==> src/rvPkg.sv <==
package rvPkg;

    // Widths that carry a meaning
    typedef logic [31:0] word_t;
    typedef logic [4:0] regAddr_t;
    typedef logic [7:0] memByte_t;

    localparam int REG_COUNT = 32;

    // Addresses wrap modulo the data memory size
    localparam int MEM_BYTES = 256;
    localparam int MEM_ADDR_BITS = $clog2(MEM_BYTES);

    typedef logic [MEM_ADDR_BITS-1:0] memAddr_t;

    // Major opcodes handled by the decoder
    localparam logic [6:0] OPCODE_LUI = 7'b0110111;
    localparam logic [6:0] OPCODE_JAL = 7'b1101111;
    localparam logic [6:0] OPCODE_LOAD = 7'b0000011;
    localparam logic [6:0] OPCODE_STORE = 7'b0100011;
    localparam logic [6:0] OPCODE_IMM = 7'b0010011;
    localparam logic [6:0] OPCODE_REG = 7'b0110011;
    localparam logic [6:0] OPCODE_BRANCH = 7'b1100011;

    // Low three bits follow funct3, top bit picks the alternate op
    typedef enum logic [3:0] {
        ALU_ADD  = 4'b0000,
        ALU_SLL  = 4'b0001,
        ALU_SLT  = 4'b0010,
        ALU_SLTU = 4'b0011,
        ALU_XOR  = 4'b0100,
        ALU_SRL  = 4'b0101,
        ALU_OR   = 4'b0110,
        ALU_AND  = 4'b0111,
        ALU_SUB  = 4'b1000,
        ALU_EQ   = 4'b1001,
        ALU_SRA  = 4'b1101
    } aluOp_t;

    typedef enum logic {
        REGISTER  = 1'b0,
        IMMEDIATE = 1'b1
    } aluSrc_t;

    typedef enum logic [1:0] {
        ALU_RESULT      = 2'b00,
        UPPER_IMMEDIATE = 2'b01,
        PC_NEXT         = 2'b10,
        MAIN_MEMORY     = 2'b11
    } wbSrc_t;

    typedef enum logic [1:0] {
        WORD          = 2'b00,
        BYTE_SIGNED   = 2'b01,
        BYTE_UNSIGNED = 2'b10,
        NONE          = 2'b11
    } writePattern_t;

    // Store width in the funct3 encoding
    typedef enum logic [2:0] {
        WIDTH_BYTE = 3'b000,
        WIDTH_HALF = 3'b001,
        WIDTH_WORD = 3'b010
    } memWidth_t;

endpackage

==> src/decodeIf.sv <==
`timescale 1ns/1ps

interface decodeIf import rvPkg::*; ();

    aluOp_t aluOp;
    aluSrc_t aluSrc;
    wbSrc_t wbSrc;
    writePattern_t writePattern;
    logic regWriteEnable;
    logic memWrite;
    memWidth_t memWidth;
    word_t imm;

    modport decoder (
        output aluOp, aluSrc, wbSrc, writePattern,
        output regWriteEnable, memWrite, memWidth, imm
    );

    modport datapath (
        input aluOp, aluSrc, wbSrc, writePattern,
        input regWriteEnable, memWrite, memWidth, imm
    );

endinterface

==> src/controlUnit.sv <==
`timescale 1ns/1ps

module controlUnit import rvPkg::*; (
    input word_t instruction,
    decodeIf.decoder ctrl
);

    logic [6:0] opcode;
    logic [2:0] funct3;
    logic [6:0] funct7;
    logic isSrai;

    assign opcode = instruction[6:0];
    assign funct3 = instruction[14:12];
    assign funct7 = instruction[31:25];
    assign isSrai = (opcode == OPCODE_IMM) && (funct3 == 3'b101) && funct7[5];

    always_comb begin
        // Unknown opcodes retire without side effects
        ctrl.aluOp = ALU_ADD;
        ctrl.aluSrc = IMMEDIATE;
        ctrl.wbSrc = ALU_RESULT;
        ctrl.writePattern = NONE;
        ctrl.regWriteEnable = 1'b0;
        ctrl.memWrite = 1'b0;
        ctrl.memWidth = memWidth_t'(funct3);

        case (opcode)
            OPCODE_LUI: begin
                ctrl.wbSrc = UPPER_IMMEDIATE;
                ctrl.writePattern = WORD;
                ctrl.regWriteEnable = 1'b1;
            end
            OPCODE_JAL: begin
                ctrl.wbSrc = PC_NEXT;
                ctrl.writePattern = WORD;
                ctrl.regWriteEnable = 1'b1;
            end
            OPCODE_LOAD: begin
                ctrl.wbSrc = MAIN_MEMORY;
                ctrl.regWriteEnable = 1'b1;
                // LH and LW both take the full word
                case (funct3)
                    3'b000: ctrl.writePattern = BYTE_SIGNED;
                    3'b100: ctrl.writePattern = BYTE_UNSIGNED;
                    default: ctrl.writePattern = WORD;
                endcase
            end
            OPCODE_STORE: begin
                ctrl.memWrite = 1'b1;
            end
            OPCODE_IMM: begin
                ctrl.aluOp = aluOp_t'({isSrai, funct3});
                ctrl.writePattern = WORD;
                ctrl.regWriteEnable = 1'b1;
            end
            OPCODE_REG: begin
                ctrl.aluOp = aluOp_t'({funct7[5], funct3});
                ctrl.aluSrc = REGISTER;
                ctrl.writePattern = WORD;
                ctrl.regWriteEnable = 1'b1;
            end
            OPCODE_BRANCH: begin
                ctrl.aluSrc = REGISTER;
                case (funct3[2:1])
                    2'b10: ctrl.aluOp = ALU_SLT;
                    2'b11: ctrl.aluOp = ALU_SLTU;
                    default: ctrl.aluOp = ALU_EQ;
                endcase
            end
            default: ;
        endcase
    end

    always_comb begin
        case (opcode)
            OPCODE_IMM: ctrl.imm = isSrai ? {27'b0, instruction[24:20]}
                                          : {{20{instruction[31]}}, instruction[31:20]};
            OPCODE_LOAD: ctrl.imm = {{20{instruction[31]}}, instruction[31:20]};
            OPCODE_STORE: ctrl.imm = {{20{instruction[31]}}, funct7, instruction[11:7]};
            default: ctrl.imm = '0;
        endcase
    end

endmodule

==> src/flat_wrapper.sv <==
// flat-port wrapper written by rule: the top's interface ports become plain ports
module controlUnit_flat import rvPkg::*;
  (instruction, ctrl_aluOp, ctrl_aluSrc, ctrl_wbSrc, ctrl_writePattern, ctrl_regWriteEnable, ctrl_memWrite, ctrl_memWidth, ctrl_imm);
  decodeIf ctrl_i ();
  input word_t instruction;
  output wire logic [$bits(ctrl_i.aluOp)-1:0] ctrl_aluOp;
  output wire logic [$bits(ctrl_i.aluSrc)-1:0] ctrl_aluSrc;
  output wire logic [$bits(ctrl_i.wbSrc)-1:0] ctrl_wbSrc;
  output wire logic [$bits(ctrl_i.writePattern)-1:0] ctrl_writePattern;
  output wire logic [$bits(ctrl_i.regWriteEnable)-1:0] ctrl_regWriteEnable;
  output wire logic [$bits(ctrl_i.memWrite)-1:0] ctrl_memWrite;
  output wire logic [$bits(ctrl_i.memWidth)-1:0] ctrl_memWidth;
  output wire logic [$bits(ctrl_i.imm)-1:0] ctrl_imm;
  assign ctrl_aluOp = ctrl_i.aluOp;
  assign ctrl_aluSrc = ctrl_i.aluSrc;
  assign ctrl_wbSrc = ctrl_i.wbSrc;
  assign ctrl_writePattern = ctrl_i.writePattern;
  assign ctrl_regWriteEnable = ctrl_i.regWriteEnable;
  assign ctrl_memWrite = ctrl_i.memWrite;
  assign ctrl_memWidth = ctrl_i.memWidth;
  assign ctrl_imm = ctrl_i.imm;
  controlUnit u_core (.instruction(instruction), .ctrl(ctrl_i));
endmodule
==> config.mk <==
export PLATFORM = sky130hd
export DESIGN_NAME = controlUnit_flat
export DESIGN_NICKNAME = d
export VERILOG_FILES = /design/src/rvPkg.sv /design/src/decodeIf.sv /design/src/controlUnit.sv /design/src/flat_wrapper.sv
export SDC_FILE = /design/constraint.sdc
export NUM_CORES = 1
export LEC_CHECK = 0
export ABC_AREA = 1
export BUFFER_PORTS_ARGS = -buffer_cell sky130_fd_sc_hd__buf_2
export CORE_MARGIN = 3
export CORE_UTILIZATION = 34
export DETAILED_ROUTE_END_ITERATION = 6
export PLACE_DENSITY = 0.9
export SLEW_MARGIN = 40
export SYNTH_ARGS = -nofsm -noshare
export SYNTH_HDL_FRONTEND = slang
export SYNTH_SLANG_ARGS = --single-unit
export TNS_END_PERCENT = 1
==> constraint.sdc <==
create_clock -name vclk -period 3.65
set_clock_uncertainty 0.2 [all_clocks]
set_input_delay 0.73 -clock vclk [all_inputs]
set_output_delay 0.73 -clock vclk [all_outputs]
set_load 0.005 [all_outputs]
# == Yosys cells after proc, flatten, opt, wreduce, memory -nomap -nowiden ==
# Index checks and enable logic that the tools add are counted.
# word_totals
register_bits,0
latch_bits,0
mem_bits_rw,0
romBits,0
inputBits,32
output_inout_bits,46
elab_cells,27
mem_count,0
# op_classes
addsub,0
n_mul,0
div,0
order_cmp,0
eq_ne,11
shifts,0
mux,10
n_bitwise,0
n_reduce_logical,6
# op_table
operator,n
$pmux 32 s3,1
$mux 32,1
$eq 7x6->1 const B,3
$eq 7x7->1 const B,2
$pmux 4 s3,1
$pmux 2 s2,2
$pmux 4 s2,1
$eq 7x2->1 const B,1
$eq 7x5->1 const B,1
$eq 3x3->1 const B,2
$pmux 2 s3,1
$reduce_or 5->1,1
$eq 2x2->1 const B,2
$reduce_or 4->1,1
$logic_not 3->1,1
$mux 1,3
$logic_and 1x1->1,2
$reduce_or 2->1,1

# == Logic depth before layout (Yosys ltp) ==
# Gate-level depths: netlist of run 1.
# logic_depth
ltp_word,5
depth_mapped,7
ltp_nobuf,7

# == Least setup slack after synthesis of run 1 ==
# Ideal clock, no wire load.
# synth_path
path_type,input to output
from,input port instruction[2]
to,output port ctrl_imm[12]
arrival_time_ps,2308
required_ps,2720
path_slack_ps,412
stages,6
path_buffers,1
cell_sequence,inv_1 > nand2_1 > nor2_4 > nand3_2 > a21boi_1 > buf_4
# synth_via
elab_chain_cells,5
# synth_lines
element,line,source
start: declaration,flat_wrapper.sv:5,input word_t instruction;
$eq 7x5->1,"controlUnit.sv:16, controlUnit.sv:76",
$logic_and 1x1->1 (2 in a row),controlUnit.sv:16,assign isSrai = (opcode == OPCODE_IMM) && (funct3 == 3'b101) && funct7[5];
$mux 32,controlUnit.sv:77,"OPCODE_IMM: ctrl.imm = isSrai ? {27'b0, instruction[24:20]}"
$pmux 32 s3 *,controlUnit.sv:76,case (opcode)
end: declaration,flat_wrapper.sv:13,output wire logic [$bits(ctrl_i.imm)-1:0] ctrl_imm;
# Mark *: on every way between the ends. The rest lies on a longest branch, timed or not.

# == Worst setup path in the final report of run 1 ==
# layout_path
from,input port instruction[2]
to,output port ctrl_imm[21]
# Same word-level chain as after synthesis.

==> results of run 1 <==
-- cell type report --
type                       instances  area [um^2]
fill                             163          749
timing repair buffer              74          373
tap                               24         30.0
multi-input combinational         68          393
inverter                          13         48.8
-- cells by family (layout without fill, tap and decap cells) --
logic type	count (synthesis)	after routing	synth area share
AND/OR/NAND/NOR	57	57	0.511
buffers and inverters	36	87	0.360
AO/OA/AOI/OAI	11	11	0.128
-- path summary, 6_finish.rpt --
check                          end  cells past startpoint
setup / recovery      ctrl_imm[21]                      8
hold / removal    ctrl_memWidth[1]                      2
-- synth_stat cells --
| master | number | area (um^2) |
|---|---|---|
| sky130_fd_sc_hd__buf_4 | 23 | 173 |
| sky130_fd_sc_hd__nand2_1 | 23 | 86.3 |
| sky130_fd_sc_hd__inv_1 | 12 | 45.0 |
| sky130_fd_sc_hd__nand3_1 | 11 | 55.1 |
| sky130_fd_sc_hd__nor2_1 | 8 | 30.0 |
| sky130_fd_sc_hd__a21boi_1 | 6 | 45.0 |
| sky130_fd_sc_hd__nor2_4 | 5 | 56.3 |
| sky130_fd_sc_hd__nand4_1 | 3 | 18.8 |
| sky130_fd_sc_hd__nand2_2 | 2 | 12.5 |
| sky130_fd_sc_hd__nand2_4 | 2 | 22.5 |
| sky130_fd_sc_hd__o21ai_0 | 2 | 10.0 |
| sky130_fd_sc_hd__a21boi_2 | 1 | 11.3 |
| sky130_fd_sc_hd__a21oi_1 | 1 | 5.00 |
| sky130_fd_sc_hd__inv_2 | 1 | 3.75 |
| sky130_fd_sc_hd__nand3_2 | 1 | 10.0 |
| sky130_fd_sc_hd__nor3_4 | 1 | 16.3 |
| sky130_fd_sc_hd__o211ai_1 | 1 | 7.51 |
| sky130_fd_sc_hd__or2_1 | 1 | 6.26 |
-- power by group through the flow --
stage	combinational (mW)	sequential [mW]	clock, mW
floorplan	0.0238	0	0
CTS	0.0457	0	0
global placement	0.0439	0	0
finish	0.0456	0	0
global route	0.0506	0	0
detailed placement	0.0455	0	0
-- per-layer routing --
layer / vias up / global-route usage / share of wire
met4: 0 / 0 / 0
li1: 414 / - / -
met2: 33 / 0.312 / 0.55
met3: 0 / 0.0184 / 0.088
met1: 332 / 0.143 / 0.36
met5: - / 0 / 0
-- metrics by stage --
stage / cells / utilization / area (um^2) / hold slack [ns]
floorplan: 104 / - / 614 / 1.29
global placement: 179 / 0.530 / 845 / 1.46
detailed placement: 179 / 0.530 / 845 / 1.47
CTS: 179 / 0.530 / 845 / 1.47
global route: 179 / 0.530 / 845 / 1.48
finish: 179 / 0.530 / 845 / 1.47
==> summary.txt, run 1 <==
Global routing
  • Antenna violations before repair: 0
  • Vias in the first global route: 662
  • Congestion Overflow GR: 0
  • Global-route wire length before repair: between 2000 and 3000 um
  • Maximum number of pins on one net before global-route repair: 22
  • Total Routing Usage GR: 0.141

Clock tree
  • Post-CTS setup buffer count: 0
  • Count of hold-fix buffers inserted at cts: 0
  • Number of cells upsized or downsized after cts: 0

STA
  • Setup slack of the critical path after layout: ~0.79 ns
  • Final setup fails: 0
  • Fin. max-slew vios: 0
  • Unrepaired setup endpoints after global routing: false
  • Worst rel slew slack: 0.826
  • Transition time at the pin with the least slew margin: ~0.26 ns
  • Post-route clock period utilization: 0.784
  • Endpoints failing hold: 0
  • Final Critical Period: around 2.9 ns
  • Maximum operating frequency: 349 MHz
  • Post-Route Setup TNS: 0 ns

Pwr
  • Static leakage: between 0.5 and 0.6 nW
  • Clock power frac: 0
  • Share of power burned in combinational logic: 1.000
  • Power density cells: around 54 nW/um^2
  • Net switching share of the total power: 0.551
  • Reg power frac: 0
  • Power dissipated by switching net loads: roughly 0.025 mW
  • Largest vdd supply drop: approximately 0.036 mV
  • PnR Total Power: 0.0456 mW
  • Design internal power: roughly 0.020 mW

Synthesis
  • Number of distinct library cell variants in the gate-level netlist after synthesis: 18
  • Mean instance size in the synthesized netlist: approximately 6 um^2
  • Synthesized instance count: roughly 100
  • Combined area of all synthesized cells: 614 um^2
  • Sequential cell area fraction in the yosys report: 0
  • Post-Synthesis Net Count: roughly 140
  • Yosys synthesis warning count: 0

Status
  • Status: completed

Floorplan
  • Placeable core region: 1590 um^2
  • Row count: 14
  • Number of I/O pins: just under 80
  • DIE HEIGHT: between 40 and 50 um
  • Initial cell density of the core: 0.385
  • Die Span X: ~49 um
  • Total Die Area: 2350 um^2

Min path
  • Hold path start: instruction[13]
  • Class of the tightest hold or removal check: input pin to output pin

Final layout
  • Fraction of final layout cells sized beyond drive strength 1: 0.561
  • Most used cells in the layout excluding fill and tap cells: sky130_fd_sc_hd__buf_2 (73), sky130_fd_sc_hd__nand2_1 (23), sky130_fd_sc_hd__inv_1 (12)
  • Commonest non-fill, non-tap cell in the layout: sky130_fd_sc_hd__buf_2
  • Number of nets in the layout: 189
  • Register area: 0 um^2
  • Final sequential cell count: 0
  • Final-layout clock buffer total: 0
  • Layout Area Growth over Synthesis: 37.5%
  • Number of antenna diodes: 0

Routing
  • DRC viols: 0
  • Antenna-violating nets left: 0
  • Initial detailed-routing violation count: 6
  • Routed vias/inst: between 4 and 5
  • Routed wirelength normalized by instance count: a little under 10 um
  • Routed wire length: 1780 um
  • Detailed-router iteration count before antenna repair: 3
  • Vias: between 700 and 800

Worst setup path
  • Crit path largest cell delay: roughly 0.22 ns
  • Largest fanout on the critical path: 21
  • Top cell family by delay on the critical path: buffers and inverters
  • Worst EP arrival: roughly 1.9 ns
  • Nature of the critical path startpoint: input pin
  • Type of the worst setup path: input pin to output pin
  • Cell seen most often among critical-path stages: sky130_fd_sc_hd__buf_2
  • Cell Chain, Critical Path: buf_2 -> inv_1 -> nand2_1 -> nor2_4 -> nand3_2 -> a21boi_1 -> buf_4 -> buf_2
  • Required arrival time at the worst endpoint: 2.72 ns
  • CP endpoint kind: output pin
  • Worst Path Buf+Inv: 4
  • Critical path origin: instruction[2]
  • Slowest-stage cell, CP: sky130_fd_sc_hd__nor2_4

Placed design
  • Setup WS pre-CTS: about 0.8 ns
  • Global placer's final weighted congestion: roughly 0.82
  • I/O Buffers: 73
  • HPWL after detailed placement: 1590 um

Run
  • Max Cap Viol: 0
Power figures use the tool's default switching activity.
==> inputs of run 2 (changes only) <==
==> constraint.sdc (replaced) <==
create_clock -name vclk -period 2.9
set_clock_uncertainty 0.2 [all_clocks]
set_input_delay 0.58 -clock vclk [all_inputs]
set_output_delay 0.58 -clock vclk [all_outputs]
set_load 0.005 [all_outputs]
==> run 2 against run 1 <==
Net effect: cell area is 0.44% higher; global-route usage up 0.33 points; combinational power rose by 25%; count of clock-buffer cells in the layout is the same; final cell count unchanged; die area unchanged; flip-flop and latch count is the same; utilization up 0.24 points; worst setup slack lost 0.42 ns.
==> summary.txt, run 2 (synthesis gave the netlist of run 1 again) <==
Worst setup path
  • Largest fanout on the critical path: 21
  • Critical path origin: instruction[2]
  • Cell Chain, Critical Path: buf_2 -> inv_1 -> nand2_1 -> nor2_4 -> nand3_2 -> a21boi_2 -> buf_4 -> buf_2
  • Critical Path Stages: 8
  • Last element of the critical path: ctrl_imm[14]
  • Worst Path Buf+Inv: 4
  • Slowest-stage cell, CP: sky130_fd_sc_hd__nor2_4
  • Top cell family by delay on the critical path: buffers and inverters
  • Nature of the critical path startpoint: input pin
  • Worst EP arrival: between 1.5 and 2 ns
  • Crit path largest cell delay: approximately 0.21 ns
  • CP endpoint kind: output pin
  • Cell seen most often among critical-path stages: sky130_fd_sc_hd__buf_2
  • Required arrival time at the worst endpoint: ~2.1 ns
  • Type of the worst setup path: input pin to output pin

STA
  • Final Critical Period: around 2.5 ns
  • Unrepaired setup endpoints after global routing: false
  • Worst rel slew slack: 0.832
  • Post-Route Setup TNS: 0 ns
  • Post-route clock period utilization: 0.875
  • Maximum operating frequency: a little under 400 MHz
  • Final worst hold slack: 1.16 ns
  • Transition time at the pin with the least slew margin: 0.251 ns
  • Endpoints failing hold: 0
  • Fin. max-slew vios: 0
  • Final setup fails: 0

Clock tree
  • Number of cells upsized or downsized after cts: 0
  • Count of hold-fix buffers inserted at cts: 0
  • Post-CTS setup buffer count: 0

Floorplan
  • DIE HEIGHT: a little under 50 um
  • Row count: 14
  • Number of I/O pins: between 70 and 80
  • Placeable core region: 1590 um^2
  • Total Die Area: 2350 um^2
  • Die Span X: 48.5 um
  • Initial cell density of the core: 0.385

Placed design
  • Global placer's final weighted congestion: 0.829
  • Placement Cell Area: 848 um^2
  • I/O Buffers: between 70 and 80
  • HPWL after detailed placement: between 1500 and 2000 um

Pwr
  • Power density cells: between 60 and 70 nW/um^2
  • Share of power burned in combinational logic: 1.000
  • Static leakage: between 0.5 and 0.6 nW
  • Largest vdd supply drop: 0.0459 mV
  • Net switching share of the total power: 0.546
  • Power dissipated by switching net loads: approximately 0.031 mW
  • Clock power frac: 0
  • Design internal power: ~0.026 mW
  • Reg power frac: 0

Final layout
  • Layout Area Growth over Synthesis: 38.1%
  • Final-layout clock buffer total: 0
  • Share of the core filled with cells in the final layout: 0.532
  • Fraction of final layout cells sized beyond drive strength 1: 0.568
  • Register area: 0 um^2
  • Commonest non-fill, non-tap cell in the layout: sky130_fd_sc_hd__buf_2
  • Number of antenna diodes: 0
  • Number of nets in the layout: 189
  • Post-route cell area: around 850 um^2
  • Final sequential cell count: 0
  • Most used cells in the layout excluding fill and tap cells: sky130_fd_sc_hd__buf_2 (73), sky130_fd_sc_hd__nand2_1 (23), sky130_fd_sc_hd__inv_1 (12)

Global routing
  • Total Routing Usage GR: 0.144
  • Maximum number of pins on one net before global-route repair: 22
  • Congestion Overflow GR: 0
  • Global-route wire length before repair: about 3000 um
  • Antenna violations before repair: 0
  • Vias in the first global route: 699

Min path
  • Class of the tightest hold or removal check: input pin to output pin

Routing
  • Antenna-violating nets left: 0
  • Initial detailed-routing violation count: 5
  • Vias: roughly 800
  • DRC viols: 0
  • Detailed-router iteration count before antenna repair: 4
  • Routed wirelength normalized by instance count: ~9.6 um
  • Routed wire length: 1720 um
  • Routed vias/inst: 4.38

Status
  • Status: completed

Run
  • Max Cap Viol: 0
-- run 2: power groups by stage --
stage | sequential, mW | clock [mW] | combinational [mW]
after CTS | 0 | 0 | 0.0573
final | 0 | 0 | 0.0570
after global routing | 0 | 0 | 0.0644
after floorplan | 0 | 0 | 0.0301
after global placement | 0 | 0 | 0.0554
after detailed placement | 0 | 0 | 0.0572
-- run 2: cell type report --
type	count	area (um^2)
inverters	13	48.8
repair buffers	74	373
fillers	163	746
multi-input cells	68	397
well taps	24	30.0
-- run 2: per-layer routing --
layer	global-route usage	wire [um]
met4	0.00474	0
met5	0	0
met3	0.0276	233
met2	0.291	847
met1	0.162	634
-- run 2: per-stage QoR --
stage	std cells	setup slack [ns]	total power, mW
floorplan	104	0.272	0.0301
global placement	179	0.395	0.0554
detailed placement	179	0.331	0.0572
CTS	179	0.334	0.0573
global route	179	0.173	0.0644
finish	179	0.363	0.0570
-- run 2: worst min-delay path by stage --
stage / slack (ns) / cells past startpoint / endpoint / start
2_1_floorplan: 0.99 / 1 / ctrl_memWrite / instruction[6]
3_3_place_gp: 1.16 / 2 / ctrl_memWidth[1] / instruction[13]
3_5_place_dp: 1.16 / 2 / ctrl_memWidth[1] / instruction[13]
4_1_cts: 1.16 / 2 / ctrl_memWidth[1] / instruction[13]
5_1_grt: 1.18 / 2 / ctrl_memWidth[1] / instruction[13]
6_report: 1.16 / 2 / ctrl_memWidth[1] / instruction[13]
==> inputs of run 3 (changes only) <==
--- a/config.mk
+++ b/config.mk
@@ -10,7 +10,7 @@
 export CORE_MARGIN = 3
 export CORE_UTILIZATION = 34
 export DETAILED_ROUTE_END_ITERATION = 6
-export PLACE_DENSITY = 0.9
+export PLACE_DENSITY = 0.92
 export SLEW_MARGIN = 40
 export SYNTH_ARGS = -nofsm -noshare
 export SYNTH_HDL_FRONTEND = slang
==> run 3 against run 2 <==
Net effect: die area unchanged; worst hold slack improved by 0.0051 ns; utilization did not move; count of clock-buffer cells in the layout is the same; sequential share of layout area stayed put; via count stayed put; maximum frequency shrank 1.1%; non-clock buffer count is the same; power up 1.0%.
==> summary.txt, run 3 (synthesis gave the netlist of run 1 again) <==
Status
  • Status: completed

Placed design
  • Placed instance count: roughly 180
  • HPWL after detailed placement: 1550 um
  • I/O Buffers: 73
  • Global placer's final weighted congestion: 0.754

Routing
  • Initial detailed-routing violation count: 6
  • Routed vias/inst: 4.38
  • Detailed-router iteration count before antenna repair: 3
  • Antenna-violating nets left: 0
  • Vias: 784
  • Routed wire length: 1760 um
  • Routed wirelength normalized by instance count: roughly 9.8 um
  • DRC viols: 0

Floorplan
  • Number of I/O pins: 78
  • Die Span X: between 40 and 50 um
  • Total Die Area: 2350 um^2
  • Initial cell density of the core: 0.385
  • DIE HEIGHT: between 40 and 50 um
  • Row count: 14
  • Placeable core region: approximately 1600 um^2

Worst setup path
  • Nature of the critical path startpoint: input pin
  • Worst Path Buf+Inv: 4
  • Cell seen most often among critical-path stages: sky130_fd_sc_hd__buf_2
  • Critical Path Stages: 8
  • Required arrival time at the worst endpoint: roughly 2.1 ns
  • Top cell family by delay on the critical path: buffers and inverters
  • Critical path origin: instruction[2]
  • Worst EP arrival: around 1.8 ns
  • Slowest-stage cell, CP: sky130_fd_sc_hd__nor2_4
  • Crit path largest cell delay: approximately 0.22 ns
  • Largest fanout on the critical path: 21
  • Cell Chain, Critical Path: buf_2 -> inv_1 -> nand2_1 -> nor2_4 -> nand3_2 -> a21boi_2 -> buf_4 -> buf_2
  • CP endpoint kind: output pin
  • Type of the worst setup path: input pin to output pin
  • Last element of the critical path: ctrl_imm[11]

STA
  • Transition time at the pin with the least slew margin: between 0.2 and 0.25 ns
  • Final Critical Period: approximately 2.6 ns
  • Post-Route Setup TNS: 0 ns
  • Worst rel slew slack: 0.834
  • Unrepaired setup endpoints after global routing: false
  • Fin. max-slew vios: 0
  • Maximum operating frequency: between 300 and 400 MHz
  • Final setup fails: 0
  • Post-route clock period utilization: 0.885
  • Endpoints failing hold: 0

Final layout
  • Final sequential cell count: 0
  • Layout Area Growth over Synthesis: 38.1%
  • Register area: 0 um^2
  • Share of the core filled with cells in the final layout: 0.532
  • Most used cells in the layout excluding fill and tap cells: sky130_fd_sc_hd__buf_2 (73), sky130_fd_sc_hd__nand2_1 (23), sky130_fd_sc_hd__inv_1 (12)
  • Final-layout clock buffer total: 0
  • Number of nets in the layout: roughly 190
  • Number of antenna diodes: 0
  • Commonest non-fill, non-tap cell in the layout: sky130_fd_sc_hd__buf_2
  • Non-Filler Instances: approximately 180
  • Fraction of final layout cells sized beyond drive strength 1: 0.568

Global routing
  • Global-route wire length before repair: roughly 2800 um
  • Antenna violations before repair: 0
  • Total Routing Usage GR: 0.135
  • Vias in the first global route: 660
  • Maximum number of pins on one net before global-route repair: 22
  • Congestion Overflow GR: 0

Pwr
  • Largest vdd supply drop: 0.0454 mV
  • Power density cells: around 68 nW/um^2
  • Static leakage: 0.581 nW

Run
  • Max Cap Viol: 0

Min path
  • Class of the tightest hold or removal check: input pin to output pin

Clock tree
  • Number of cells upsized or downsized after cts: 0
  • Count of hold-fix buffers inserted at cts: 0
  • Post-CTS setup buffer count: 0
==> run 3: cell counts in the layout (fill, tap and decap cells not counted) <==
No cell type changed its count.
==> run 3: worst min-delay path by stage <==
stage | from | to | slack, ns | cells after the start
2_1_floorplan | instruction[6] | ctrl_memWrite | 0.99 | 1
3_3_place_gp | instruction[13] | ctrl_memWidth[1] | 1.16 | 2
3_5_place_dp | instruction[13] | ctrl_memWidth[1] | 1.16 | 2
4_1_cts | instruction[13] | ctrl_memWidth[1] | 1.16 | 2
5_1_grt | instruction[13] | ctrl_memWidth[1] | 1.16 | 2
6_report | instruction[13] | ctrl_memWidth[1] | 1.16 | 2
==> run 3: layout make-up <==
cell class | instances | area [um^2]
tap | 24 | 30.0
timing repair buffer | 74 | 373
inverter | 13 | 48.8
multi-input combinational | 68 | 397
fill | 166 | 746
==> run 3: per-layer routing <==
layer,part of all wire,vias to the layer above,GRT usage
met5,0,-,0
met4,0,0,0
met3,0.12,0,0.0215
met2,0.48,51,0.291
met1,0.39,323,0.139
li1,-,410,-
==> run 3: report_power, final <==
group          switching [mW]  internal [mW]
Combinational          0.0317         0.0258
Clock                       0              0
Sequential                  0              0
Total                  0.0317         0.0258
==> run 3: per-stage QoR <==
step	setup slack, ns	area (um^2)	power (mW)	hold slack, ns
6_report	0.333	848	0.0576	1.16
5_1_grt	0.190	848	0.0632	1.16
4_1_cts	0.313	848	0.0576	1.16
3_5_place_dp	0.315	848	0.0574	1.16
3_3_place_gp	0.392	848	0.0555	1.16
2_1_floorplan	0.272	618	0.0301	0.991
